### config.mk
export PLATFORM = sky130hd
export DESIGN_NAME = pkt_writer
export DESIGN_NICKNAME = d
export VERILOG_FILES = /design/src/hdl/pkt_buf_pkg.sv /design/src/hdl/pkt_writer.sv /design/src/hdl/page_check_gen.sv
export SDC_FILE = /design/constraint.sdc
export NUM_CORES = 1
export LEC_CHECK = 0
export BUFFER_PORTS_ARGS = -buffer_cell sky130_fd_sc_hd__buf_2
export CORE_ASPECT_RATIO = 0.6
export CORE_MARGIN = 3
export CORE_UTILIZATION = 52
export DETAILED_ROUTE_END_ITERATION = 16
export PLACE_DENSITY = 0.76
export SLEW_MARGIN = 20
export SYNTH_ARGS = -nofsm -noshare
export SYNTH_HDL_FRONTEND = slang
export SYNTH_SLANG_ARGS = --single-unit
### constraint.sdc
create_clock -name clk -period 2.6 [get_ports clk]
set_clock_uncertainty 0.1 [all_clocks]
set_input_delay 0.13 -clock clk [delete_from_list [all_inputs] [get_ports clk]]
set_output_delay 0.13 -clock clk [all_outputs]
set_load 0.05 [all_outputs]
### src/hdl/pkt_buf_pkg.sv
package pkt_buf_pkg;

    // buffer geometry
    localparam int PAGE_CNT   = 64;
    localparam int PAGE_WORDS = 8;
    localparam int WORD_W     = 16;
    localparam int CODE_W     = 8;

    // derived address widths
    localparam int PAGE_AW   = $clog2(PAGE_CNT);
    localparam int SLOT_AW   = $clog2(PAGE_WORDS);
    // one page flattened, as seen by the check generator
    localparam int PAGE_BITS = PAGE_WORDS * WORD_W;

    typedef logic [PAGE_AW-1:0] page_t;
    typedef logic [WORD_W-1:0]  word_t;
    typedef logic [SLOT_AW-1:0] slot_t;
    typedef logic [CODE_W-1:0]  code_t;
    // packet length in pages, saturates at all ones
    typedef logic [PAGE_AW-1:0] pcnt_t;
    // one extra bit so a full queue fits
    typedef logic [PAGE_AW:0]   fcnt_t;

    // last halfword of a page
    localparam slot_t LAST_SLOT = slot_t'(PAGE_WORDS - 1);
    // reader samples the link one slot ahead of the page switch
    localparam slot_t LINK_SLOT = slot_t'(PAGE_WORDS - 2);

    // enqueue descriptor, dest in the top bits
    typedef struct packed {
        logic [3:0] dest;
        logic [2:0] prior;
        page_t      head;
        pcnt_t      pages;
    } pkt_desc_t;

    typedef enum logic [1:0] {
        idle,
        first_page,
        next_pages
    } wr_state_t;

endpackage
### src/hdl/pkt_writer.sv
`timescale 1ns/1ps

module pkt_writer (
    input  logic                    clk,
    input  logic                    rst_n,
    input  logic                    wr_vld,
    input  pkt_buf_pkg::word_t      wr_data,
    input  logic                    wr_eop,
    input  pkt_buf_pkg::page_t      head_page,
    output logic                    pop,
    output logic                    data_we,
    output pkt_buf_pkg::page_t      data_addr,
    output pkt_buf_pkg::slot_t      data_slot,
    output pkt_buf_pkg::word_t      data_din,
    output logic                    link_we,
    output pkt_buf_pkg::page_t      link_addr,
    output pkt_buf_pkg::page_t      link_din,
    output logic                    code_we,
    output pkt_buf_pkg::page_t      code_addr,
    output pkt_buf_pkg::code_t      code_din,
    output logic                    desc_vld,
    output pkt_buf_pkg::pkt_desc_t  desc
);
    import pkt_buf_pkg::*;

    wr_state_t               state;
    slot_t                   slot;
    page_t                   cur_page;
    page_t                   next_page;
    page_t                   page_now;
    logic                    page_start;
    logic                    page_end;
    logic                    pop_q1;
    logic                    pop_q2;
    word_t [PAGE_WORDS-1:0]  chk_buf;
    logic [PAGE_AW:0]        pages_raw;

    assign page_start = wr_vld && (slot == '0);
    // eop right after slot 7 leaves slot at 0, that page already ended
    assign page_end   = (wr_vld && slot == LAST_SLOT) || (wr_eop && slot != '0);

    // first page straight from the queue head, later ones from lookahead
    assign page_now = !page_start             ? cur_page  :
                      (state == next_pages)   ? next_page : head_page;

    always_ff @(posedge clk) begin
        if (!rst_n) begin
            state <= idle;
        end else begin
            case (state)
                idle:       if (wr_vld) state <= first_page;
                first_page: begin
                    if (wr_eop) begin
                        state <= idle;
                    end else if (wr_vld && slot == LAST_SLOT) begin
                        state <= next_pages;
                    end
                end
                next_pages: if (wr_eop) state <= idle;
                default:    state <= idle;
            endcase
        end
    end

    // slot index, back to 0 at packet end
    always_ff @(posedge clk) begin
        if (!rst_n) begin
            slot <= '0;
        end else if (wr_eop) begin
            slot <= '0;
        end else if (wr_vld) begin
            slot <= slot + 1'b1;
        end
    end

    always_ff @(posedge clk) begin
        if (page_start) begin
            cur_page <= page_now;
        end
    end

    // head_page shows the next free page two cycles after a pop
    always_ff @(posedge clk) begin
        if (!rst_n) begin
            pop_q1 <= 1'b0;
            pop_q2 <= 1'b0;
        end else begin
            pop_q1 <= pop;
            pop_q2 <= pop_q1;
        end
    end

    always_ff @(posedge clk) begin
        if (pop_q2) begin
            next_page <= head_page;
        end
    end

    // page copy for the check code, cleared for zero padding
    always_ff @(posedge clk) begin
        if (wr_vld) begin
            if (slot == '0) begin
                chk_buf <= '0;
            end
            chk_buf[slot] <= wr_data;
        end
    end

    // code goes out once the buffer holds the whole page
    always_ff @(posedge clk) begin
        if (!rst_n) begin
            code_we <= 1'b0;
        end else begin
            code_we <= page_end;
        end
    end

    always_ff @(posedge clk) begin
        if (page_end) begin
            code_addr <= cur_page;
        end
    end

    page_check_gen i_page_check_gen (
        .words (chk_buf),
        .code  (code_din)
    );

    // header bits 15..10 carry page count minus one
    assign pages_raw = {1'b0, wr_data[15:10]} + 1'b1;

    always_ff @(posedge clk) begin
        if (!rst_n) begin
            desc_vld <= 1'b0;
        end else begin
            desc_vld <= wr_vld && (state == idle);
        end
    end

    always_ff @(posedge clk) begin
        if (wr_vld && state == idle) begin
            desc.dest  <= wr_data[3:0];
            desc.prior <= wr_data[6:4];
            desc.head  <= head_page;
            // saturate instead of wrapping to zero
            desc.pages <= pages_raw[PAGE_AW] ? '1 : pages_raw[PAGE_AW-1:0];
        end
    end

    assign pop       = page_start;
    assign data_we   = wr_vld;
    assign data_addr = page_now;
    assign data_slot = slot;
    assign data_din  = wr_data;

    // link from the page just filled to the one starting now
    assign link_we   = page_start && (state == next_pages);
    assign link_addr = cur_page;
    assign link_din  = next_page;

endmodule

### src/hdl/page_check_gen.sv
`timescale 1ns/1ps

module page_check_gen (
    input  logic [pkt_buf_pkg::PAGE_BITS-1:0] words,
    output pkt_buf_pkg::code_t                code
);
    import pkt_buf_pkg::*;

    // halfword w sits at words[w*WORD_W +: WORD_W], slot 0 lowest
    always_comb begin
        code = '0;
        for (int w = 0; w < PAGE_WORDS; w++) begin
            for (int i = 0; i < CODE_W; i++) begin
                // low byte bit folded with its high byte partner
                code[i] = code[i]
                        ^ words[w*WORD_W + i]
                        ^ words[w*WORD_W + i + CODE_W];
            end
        end
    end

endmodule

# Yosys cells after proc, flatten, opt, wreduce, memory -nomap -nowiden
# Cells that the tools add are included.
[op_classes] add_sub_neg=2 n_mul=0 div=0 magnitude_cmp=2 n_eq_ne=6 n_shift=0 mux=12 bitwise=121 n_reduce_logical=12
[ops] cell="2-to-1 mux 128 bit" count=2
[ops] cell="bitwise mux 128 bit" count=1
[ops] cell="XOR 1 bit" count=120
[ops] cell="demux 16 bit (select 3 bit)" count=1
[ops] cell="2-to-1 mux 16 bit" count=1
[ops] cell="2-to-1 mux 6 bit" count=2
[ops] cell="2-to-1 mux 2 bit" count=4
[ops] cell="adder 6 x 1 -> 7 bit, second input constant" count=1
[ops] cell="logical AND 1 bit" count=6
[ops] cell="one-hot mux 2 bit (3 select lines)" count=1
[ops] cell="< comparator 3 x 4 -> 1 bit, second input constant" count=1
[ops] cell="inequality test 2 bit, second input constant" count=2
[ops] cell="adder 3 x 1 -> 3 bit, second input constant" count=1
[ops] cell="equality test 3 bit, second input constant" count=1
[ops] cell=">= comparator 3 x 1 -> 1 bit, second input constant" count=1
[ops] cell="logical NOT 3 bit" count=1
[ops] cell="inequality test 3 bit, second input constant" count=1
[ops] cell="AND reduction 3 bit" count=1
[ops] cell="nonzero test 3 bit" count=1
[ops] cell="equality test 2 x 1 -> 1 bit, second input constant" count=1
[ops] cell="equality test 2 bit, second input constant" count=1
[ops] cell="logical NOT 2 bit" count=1
[ops] cell="OR reduction 2 bit" count=1
[ops] cell="logical OR 1 bit" count=1
[ops] cell="inverter 1 bit" count=1
[totals] regBits=174 latchBits=0 mem_bits_rw=0 romBits=0 in_bits=26 out_inout_bits=75 word_cells=176 n_memories=0

# Longest topological paths before layout
# Gate-level depths: netlist (run 1).
[depth] word_depth=15 ltp_mapped=7 mapped_depth_nobuf=5

# Modules after synthesis
# From an unflattened synthesis (run 1), not the netlist that was laid out.
[unflattened] cells_unflattened=543 hier_area_um2=7747.4
[modules_own_cells] mod="pkt_writer" instances=1 cells_per_inst=423 area_per_inst_um2=6696.4 seq_area_each_um2=5134.9
[modules_own_cells] mod="page_check_gen" instances=1 cells_per_inst=120 area_per_inst_um2=1051.0 seq_area_each_um2=0.0

# Least setup slack after synthesis (run 1)
# No wires, ideal clock.
[synth_timing] kind="reg-to-reg" startpoint="register, netlist name data_slot[2]" endpoint="register chk_buf[100] in the netlist's numbering, enable pin" setup_time_ns=0.414 arrival_ns=2.455 required_ns=2.086 slack_ns=-0.369 stages_incl_launch_ff=5 path_buffers=1 period_less_slack_ns=2.969 cell_sequence="dfxtp_1 clkbuf_1 and2_1 inv_1 a21boi_0"
[synth_rtl] element="end signal, assigned by index" line_no="pkt_writer.sv:105" rtl="chk_buf[slot] <= wr_data;"
[synth_rtl] element="end, declared" line_no="pkt_writer.sv:35" rtl="word_t [PAGE_WORDS-1:0] chk_buf;"

# Final worst setup path (run 1)
[layout_timing] startpoint="register slot[1] (netlist: data_slot[1])" endpoint="output port pop"
[layout_via] elab_chain_cells=2
[layout_rtl] element="start, declared" line_no="pkt_writer.sv:27" rtl="slot_t slot;"
[layout_rtl] element="start signal, assigned" line_no="pkt_writer.sv:72" rtl="slot <= slot + 1'b1;"
[layout_rtl] element="logical NOT 3 bit" line_no="pkt_writer.sv:38" rtl="assign page_start = wr_vld && (slot == '0);"
[layout_rtl] element="logical AND 1 bit" line_no="pkt_writer.sv:38"
[layout_rtl] element="end, declared" line_no="pkt_writer.sv:10" rtl="output logic pop,"
# No other way between the ends.

==> results of run 1 <==
## flip-flops by register name (all words and copies together) (netlist names)
name       count
chk_buf      128
desc          19
code_addr      6
link_addr      6
link_din       6
data_slot      3
state          2
code_we        1
desc_vld       1
pop_q1         1
pop_q2         1
## per-layer routing
metal | wire length (um) | track usage, % | up-vias
met5 | 0 | 0 | -
met3 | 1045 | 5.172 | 15
met1 | 7047 | 27.11 | 2265
met2 | 7483 | 32.45 | 136
li1 | - | - | 2116
met4 | 156 | 5.263 | 0
## power breakdown
group	total (W)	switching, W	internal (W)
Combinational	0.00151	0.00105	0.000454
Clock	0.00247	0.00105	0.00141
Sequential	0.00331	0.0000693	0.00324
## cell usage after synthesis
cell type / instances
edfxtp_1: 165
xnor2_1: 114
and2_1: 97
and3_1: 36
nand2_1: 19
buf_4: 18
clkbuf_1: 12
nor2_1: 11
dfxtp_1: 9
mux2i_1: 8
xor2_1: 8
nand2b_1: 6
o21ai_0: 6
buf_2: 5
ha_1: 5
a21oi_1: 4
inv_1: 3
nor2b_1: 3
nor3_2: 3
nor4_1: 3
clkbuf_2: 2
inv_2: 2
nand3_1: 2
nor3_1: 2
o21a_1: 2
a21boi_0: 1
a22o_1: 1
a31oi_1: 1
a41oi_1: 1
and2b_1: 1
buf_1: 1
nand4b_1: 1
## placed cells by master (no fill, tap or decap), types with 4 or more instances in the layout
| cell | count |
|---|---|
| and3_1 | 36 |
| clkinv_2 | 5 |
| buf_2 | 100 |
| dlygate4sd3_1 | 16 |
| edfxtp_1 | 165 |
| dfxtp_1 | 8 |
| mux2i_1 | 8 |
| buf_4 | 17 |
| a21oi_1 | 4 |
| ha_1 | 5 |
| xnor2_1 | 114 |
| o21ai_0 | 6 |
| nor2_1 | 10 |
| nand2_1 | 18 |
| xor2_1 | 8 |
| and2_1 | 97 |
| clkinvlp_4 | 4 |
| nand2b_1 | 6 |
| clkbuf_16 | 17 |
## cells by family (layout without fill, tap and decap cells)
family	Yosys count	in the layout	synth area share (%)
AOI/OAI and AO/OA	16	16	1.241
xor gates and xnor gates	122	122	13.76
adders and majority gates	5	5	0.8055
buffers and inverters	43	170	3.061
DFF	174	174	66.12
muxes	8	8	1.031
other	0	1	0
and+or+nand+nor	184	184	13.98
## metrics by stage
stage	hold WS, ns	setup TNS, ns	worst slack [ns]
2_1_floorplan	0.1289	-1.588	-0.2646
3_3_place_gp	0.2392	0	0.5115
3_5_place_dp	0.2461	0	0.3873
4_1_cts	0.01783	0	0.1711
5_1_grt	0.03266	0	0.09640
6_report	0.03469	0	0.2573
## worst paths after layout
kind,endpoint,startpoint,cells after the start
max,pop,data_slot[1]$_SDFFE_PP0P_,5
max reg2reg,chk_buf[11]$_DFFE_PP_,data_slot[1]$_SDFFE_PP0P_,3
min,chk_buf[126]$_DFFE_PP_,wr_data[14],2
min reg2reg,pop_q2$_SDFF_PN0_,pop_q1$_SDFF_PN0_,1
## final cells by class
cell class	count	area, um^2
Clock buffer	18	429.2
Tap cell	192	240.2
Fill cell	1036	4956
Timing Repair Buffer	133	788.3
Inverter	5	22.52
Antenna cell	1	2.502
Multi-Input combinational cell	335	2404
Sequential cell	174	5136
Clock inverter	14	142.6
## timing repair
action	CTS	global route
endpoints found under the setup margin	4	1
hold buffers	16	0
endpoints found under the hold margin	25	0
resized for setup	1	3
pin swaps	0	0
==> metrics.cfg, run 1 <==
[logic_synthesis]
synth_cell_type_count = 32
netlist_instances = 552
netlist_area_um2 = 7766
ys_warn_count = 0
synth_nets = 583
synth_seq_area_share_pct = 66.12
synth_top_cell_area_share_pct = 63.80
syn_area_per_cell_um2 = 14.07
yosysTopAreaCell = edfxtp_1
yosys-top-cells-area = edfxtp_1 (64%), xnor2_1 (13%), and2_1 (7.8%)
yosys_register_bits = 174

[setup_path]
cp.arrival_ns = 2.11
reg2reg_slack_ns = 0.54
crit_type = reg2out
critPathSlowestCell = dfxtp_1
cp_num_buf_inv = 3
cp-start-kind = flip-flop
crit_family = buffers and inverters
cp_max_fo = 18
end_kind = output pin
slowest_delay_ns = 0.51
worstPathRequired_ns = 2.37
cp_cell_sequence = inv_2, ha_1, nand2_4, clkinvlp_4, buf_2

[power]
peakVddDrop_mv = 0.5809
power_w = 0.007284
p_leak_nw = 3.525
p_per_area_nw_per_um2 = 794.8

[global_route]
grt_pass1_vias = 4530
grt_max_degree = 46
grt_pass1_wl_um = 24440
gr-total-overflow = 0
antenna_found_initial = 0
grt.total_usage_pct = 19.97

[floorplanning]
io-pin-count = 101
std_cell_rows = 33
die-area_um2 = 16490
coreArea_um2 = 14120
start_util_pct = 55.00
die_w_um = 163.8
die_height_um = 100.7

[clocking]
path_clk_slew_ns = 0.06
post-cts-setup-buffers = 0
cts_tree = built
htreeDepth = 4
clock_latency_ns = 0.41
cts.sinks = 174
cts-root-buf = clkbuf_16
cts_buffers = 17
cts_buffer_depth = 2

[drt]
vias = 4532
vias_per_cell = 5.197
drcViolationCount = 0
drtPass1Iterations = 5
drt_first_iter_violations = 341
drt_wl_total_um = 15730
drtAntennaViolNets = 0
routedWlPerCell_um = 18.04

[cells_and_area]
utilization_pct = 64.90
fin_nets = 697
areaGrowthSynthToFinish_pct = 18.01
final_layout_size_suffix_gt1_share_pct = 23.12
instances_no_fill = 872
postLayoutCellArea_um2 = 9165

[sta]
period_needed_ns = 2.343
rsz0062_at_grt = no
setup_viol = 0
timing.fmax_mhz = 426.9
tightestPinTransition_ns = 0.8276
slew_headroom_pct = 44.82
fin_crit_sh_pct = 90.10
drv_slew = 0
hold_viol_final = 0

[run]
drv_cap = 0

[hold_path]
min_path_type = in2reg

[place]
numPortBuffers = 100
dpl_cell_area_um2 = 8418
hpwlAfterDp_um = 10400
placedCellCount = 823
gp_congestion = 0.7475

[outcome]
status = completed

Note: power is estimated with default switching activity, not from simulation.
==> run 2, diff against run 1 <==
Settings changed: CELL_PAD_IN_SITES_DETAIL_PLACEMENT from default to 0, CELL_PAD_IN_SITES_GLOBAL_PLACEMENT from default to 1, CORE_UTILIZATION 52 to 51, GPL_ROUTABILITY_DRIVEN from default to 0, PLACE_DENSITY 0.76 to default, PLACE_DENSITY_LB_ADDON from default to 0.1.
Clock period 2.6 ns to 3 ns, I/O delays scaled along.
==> run 2 against run 1 <==
Compared with the run above:
- non-clock buffer count fell by 4
- sequential power is 14% lower
- design area decreased by 0.59%
- critical path depth stayed put
- utilization shrank 2.8 points
- register-to-register slack improved by 0.25 ns
- die area up 1.9%
- clock power shrank 15%
- sequential share of layout area up 0.32 points
- routed wire length is 0.76% lower
- combinational power down 14%
- worst setup slack improved by 0.043 ns
- critical path type unchanged
- largest power group unchanged
==> metrics.cfg, run 2 (synthesized netlist as in run 1, its figures left out) <==
[outcome]
status = completed

[clocking]
cts_tree = built
cts_buffers = 17  ; unchanged
path_clk_slew_ns = 0.06  ; about the same
clock_latency_ns = 0.42  ; about the same
post-cts-setup-buffers = 0  ; unchanged
cts.sinks = 174  ; unchanged
htreeDepth = 4  ; unchanged
cts-root-buf = clkbuf_16
cts_buffer_depth = 2  ; unchanged

[drt]
drcViolationCount = 0  ; unchanged
routedWlPerCell_um = 17.90  ; -0.76%
drt_wl_total_um = 15610  ; -0.76%
drtAntennaViolNets = 0  ; unchanged
vias = 4269  ; -5.8%
vias_per_cell = 4.896  ; -5.8%
drtPass1Iterations = 4  ; -1
drt_first_iter_violations = 273  ; -20%

[place]
numPortBuffers = 100  ; unchanged
hpwlAfterDp_um = 10570  ; +1.6%
dpl_cell_area_um2 = 8403  ; -0.18%

[sta]
period_needed_ns = 2.699
drv_slew = 0  ; unchanged
holdWs_ns = 0.03585  ; +0.001163 ns
setup_viol = 0  ; unchanged
slew_headroom_pct = 42.61  ; -2.2 points
tightestPinTransition_ns = 0.8608  ; +0.03313 ns
hold_viol_final = 0  ; unchanged
timing.fmax_mhz = 370.5
fin_crit_sh_pct = 89.98
tns_ns = 0  ; unchanged
rsz0062_at_grt = no

[hold_path]
min_path_type = in2reg

[cells_and_area]
seqCellArea_um2 = 5135  ; about the same
multi_input_area_um2 = 2396  ; -0.31%
antennaDiodeCount = 0  ; -1
reg_top3 = chk_buf: 128 flops, desc: 19 flops
layout_commonest_cell = edfxtp_1
largest_register_ff_count = 128  ; unchanged
postLayoutCellArea_um2 = 9111  ; -0.59%
fillers = 1128  ; +8.9%
areaGrowthSynthToFinish_pct = 17.32
final_layout_size_suffix_gt1_share_pct = 22.40  ; -0.72 points
fin_nets = 693  ; -0.57%
layout_common_cells = edfxtp_1 (165), xnor2_1 (114), buf_2 (100), and2_1 (97), and3_1 (36)
top_register = chk_buf

[global_route]
grt_pass1_vias = 4257  ; -6.0%
antenna_found_initial = 0  ; unchanged
grt_pass1_wl_um = 24530  ; +0.37%
grt.total_usage_pct = 19.94  ; -0.028 points
grt_max_degree = 46  ; unchanged
gr-total-overflow = 0  ; unchanged

[power]
p_leak_nw = 3.500  ; -0.72%
p_per_area_nw_per_um2 = 685.9  ; -14%
peakVddDrop_mv = 0.4093  ; -30%

[setup_path]
worstPathRequired_ns = 2.75  ; +0.38 ns
cp-start-kind = flip-flop
crit_type = reg2out
cp_max_fo = 18  ; unchanged
cp.arrival_ns = 2.45  ; +0.34 ns
reg2reg_slack_ns = 0.79  ; +0.25 ns
end_kind = output pin

[floorplanning]
start_util_pct = 52.92  ; -2.1 points
coreArea_um2 = 14680  ; +3.9%
io-pin-count = 101  ; unchanged
die-area_um2 = 16790  ; +1.9%
die_height_um = 101.6  ; +0.92%
std_cell_rows = 34  ; +3.0%
die_w_um = 165.3  ; +0.94%

[run]
drv_cap = 0  ; unchanged

## run 2: critical path, cell delays in order, from the launching register on
cell and delay, ns:
dfxtp_1 0.54, inv_2 0.14, ha_1 0.28, nand2_1 0.46
inv_1 0.31, buf_2 0.29
## run 2: final timing paths
kind | from | endpoint | cells past startpoint
setup / recovery | data_slot[0]$_SDFFE_PP0P_ | pop | 5
hold / removal | wr_data[9] | chk_buf[41]$_DFFE_PP_ | 2
setup reg to reg | data_slot[1]$_SDFFE_PP0P_ | chk_buf[36]$_DFFE_PP_ | 2
hold reg to reg | pop_q1$_SDFF_PN0_ | pop_q2$_SDFF_PN0_ | 1
## run 2: area by class of cell
type | instances | share of cell area, %
Clock buffer | 17 | 4.669
Multi-Input combinational cell | 335 | 26.30
Tap cell | 198 | 2.719
Sequential cell | 174 | 56.36
Inverter | 5 | 0.2060
Timing Repair Buffer | 129 | 8.294
Clock inverter | 14 | 1.456
## run 2: stage by stage
stage / setup WS, ns / total power [W] / util (%) / cells
finish: 0.3006 / 0.006250 / 62.08 / 872
global route: 0.1115 / 0.006483 / 62.08 / 872
CTS: 0.3095 / 0.006301 / 62.08 / 872
detailed placement: 0.7543 / 0.004218 / 57.25 / 826
global placement: 0.8703 / 0.004205 / 57.25 / 826
floorplan: 0.03116 / 0.003912 / - / 552
## run 2: layer usage
layer  GRT usage [%]  vias up  wire length, um
met5               0        -                0
met4           4.345        0               91
met3           4.414        9             1242
met2           30.45      122             7094
met1           29.65     2034             7184
li1                -     2104                -
## run 2: power by group
group | internal [W] | switching (W)
clock network | 0.00115 | 0.000935
logic | 0.000390 | 0.000908
registers | 0.00281 | 0.0000575
total | 0.00435 | 0.00190
## run 2: repair_timing
item / CTS / global route
hold buffers: 15 / 0
setup endpoints to repair: 0 / 0
gates resized for setup: 0 / 0
hold endpoints to repair: 24 / 0
==> run 3, diff against run 2 <==
Settings changed: CTS_CLUSTER_SIZE from default to 14, PLACE_DENSITY from default to 0.85, PLACE_DENSITY_LB_ADDON 0.1 to default.
==> run 3 against run 2 <==
Compared with the run above:
- final cell count decreased by 0.11%
- sequential share of layout area decreased by 0.19 points
- sequential cell count unchanged
- critical path depth increased by 2
- critical endpoint is now data_addr[1]
- non-clock buffer count decreased by 2
- largest power group unchanged
==> metrics.cfg, run 3 (synthesized netlist as in run 1, its figures left out) <==
[setup_path]
r2r_start = data_slot[1]$_SDFFE_PP0P_
crit_type = reg2out
rr_worst_depth = 2  ; unchanged
cp-start-kind = flip-flop
reg2reg_slack_ns = 0.75  ; -0.04 ns
critPathSlowestCell = dfxtp_1
end_kind = output pin
worstPathRequired_ns = 2.75  ; about the same
startpoint = data_slot[0]$_SDFFE_PP0P_
path_common_cell = nand2_1
cp_cell_sequence = inv_2, ha_1, nand2_1, buf_4, nand2_1, o21ai_0, buf_2
slowest_delay_ns = 0.56  ; +0.02 ns
cp.arrival_ns = 2.27  ; -0.18 ns
cp_max_fo = 16  ; -2
r2r_end = chk_buf[36]$_DFFE_PP_

[global_route]
grt_max_degree = 28  ; -39%
gr-total-overflow = 0  ; unchanged
grt_pass1_vias = 4317  ; +1.4%
grt.total_usage_pct = 20.07  ; +0.13 points
grt_pass1_wl_um = 24580  ; +0.20%
antenna_found_initial = 0  ; unchanged

[cells_and_area]
final_layout_size_suffix_gt1_share_pct = 21.55  ; -0.86 points
areaGrowthSynthToFinish_pct = 17.72
largest_register_ff_count = 128  ; unchanged
top_register = chk_buf
fin_nets = 691  ; -0.29%
reg_top3 = chk_buf: 128 flops, desc: 19 flops
fillers = 1115  ; -1.2%
postLayoutCellArea_um2 = 9143  ; +0.34%
layout_common_cells = edfxtp_1 (165), xnor2_1 (114), buf_2 (100), and2_1 (97), and3_1 (36)
layout_commonest_cell = edfxtp_1
antennaDiodeCount = 0  ; unchanged

[floorplanning]
coreArea_um2 = 14680  ; unchanged
die_height_um = 101.6  ; unchanged
die-area_um2 = 16790  ; unchanged
io-pin-count = 101  ; unchanged
start_util_pct = 52.92  ; unchanged
std_cell_rows = 34  ; unchanged
die_w_um = 165.3  ; unchanged

[clocking]
clock_latency_ns = 0.42  ; about the same
cts_buffer_depth = 2  ; unchanged
post-cts-setup-buffers = 0  ; unchanged
cts-root-buf = clkbuf_16
cts_tree = built
path_clk_slew_ns = 0.07  ; about the same
htreeDepth = 4  ; unchanged
cts.sinks = 174  ; unchanged
cts_buffers = 17  ; unchanged

[hold_path]
min_path_type = in2reg
hold_path_end = desc[0]$_SDFFCE_PP1P_
holdPathStages = 2  ; unchanged
hold_start = wr_data[10]

[drt]
vias = 4419  ; +3.5%
routedWlPerCell_um = 18.19  ; +1.6%
drcViolationCount = 0  ; unchanged
drt_wl_total_um = 15840  ; +1.5%
drt_first_iter_violations = 316  ; +16%
drtPass1Iterations = 5  ; +1
drtAntennaViolNets = 0  ; unchanged
vias_per_cell = 5.073  ; +3.6%

[run]
drv_cap = 0  ; unchanged

[sta]
timing.fmax_mhz = 397.1  ; +7.2%
hold_viol_final = 0  ; unchanged
setup_viol = 0  ; unchanged
slew_headroom_pct = 39.15  ; -3.5 points
tns_ns = 0  ; unchanged
drv_slew = 0  ; unchanged
rsz0062_at_grt = no
period_needed_ns = 2.518  ; -0.1813 ns
fin_crit_sh_pct = 83.94  ; -6.0 points
tightestPinTransition_ns = 0.9078  ; +0.04705 ns

[power]
p_leak_nw = 3.516  ; +0.46%
p_per_area_nw_per_um2 = 703.1  ; +2.5%
peakVddDrop_mv = 0.4770  ; +17%

[place]
dpl_cell_area_um2 = 8388  ; -0.18%
hpwlAfterDp_um = 10720  ; +1.4%
numPortBuffers = 100  ; unchanged

[outcome]
status = completed

## run 3: changes by cell type in the layout (fill, tap and decap cells not counted)
cell | previous run | this run
clkinv_1 | 0 | 3
clkinvlp_4 | 3 | 1
buf_4 | 14 | 12
clkbuf_1 | 0 | 2
bufinv_16 | 1 | 4
clkinv_2 | 2 | 3
inv_6 | 6 | 0
## run 3: layout make-up
type                            count  area (um^2)  area share, %
Clock inverter                     13        171.4          1.875
Multi-Input combinational cell    335         2396          26.21
Tap cell                          198        247.7          2.710
Sequential cell                   174         5135          56.17
Clock buffer                       19        432.9          4.735
Timing Repair Buffer              127        740.7          8.102
Inverter                            5        18.77         0.2053
## run 3: worst max-delay path: cells and delay by family, from the launching register on
| kind | cells | cell delay [ns] |
|---|---|---|
| buffers and inverters | 3 | 0.69 |
| AND/OR/NAND/NOR | 2 | 0.22 |
| AO/OA/AOI/OAI | 1 | 0.11 |
| adder cells (fa/ha/maj) | 1 | 0.28 |
| flip-flops | 1 | 0.56 |
## run 3: through the flow
stage	hold slack, ns	instances	utilization (%)	total power (W)	worst slack [ns]
2_1_floorplan	0.1489	552	-	0.003912	0.03116
3_3_place_gp	0.2618	824	57.15	0.004195	0.8818
3_5_place_dp	0.2654	824	57.15	0.004216	0.8083
4_1_cts	0.007996	871	62.29	0.006484	0.4575
5_1_grt	0.01379	871	62.29	0.006665	0.3282
6_report	0.01364	871	62.29	0.006428	0.4819
## run 3: worst max-delay path by stage
stage	to	depth (start not counted)
after CTS	data_addr[5]	7
final	data_addr[1]	7
after global routing	data_addr[0]	7
after floorplan	chk_buf[100]$_DFFE_PP_	4
after detailed placement	chk_buf[44]$_DFFE_PP_	2
after global placement	chk_buf[44]$_DFFE_PP_	2
## run 3: report_power, final
group / switching, W / internal [W]
clock: 0.000877 / 0.00138
sequential: 0.0000606 / 0.00281
combinational: 0.000911 / 0.000387
total: 0.00185 / 0.00458
## run 3: routing by layer
metal	wire length (um)	vias to the layer above	GRT usage, %
met2	6938	145	29.92
met1	7704	2155	29.95
met3	1058	14	4.454
li1	-	2105	-
met4	142	0	5.751
met5	0	-	0
## run 3: repair_timing
item	4_1_cts	5_1_grt
hold buffers	15	0
gates resized for setup	0	0
endpoints found under the hold margin	24	0
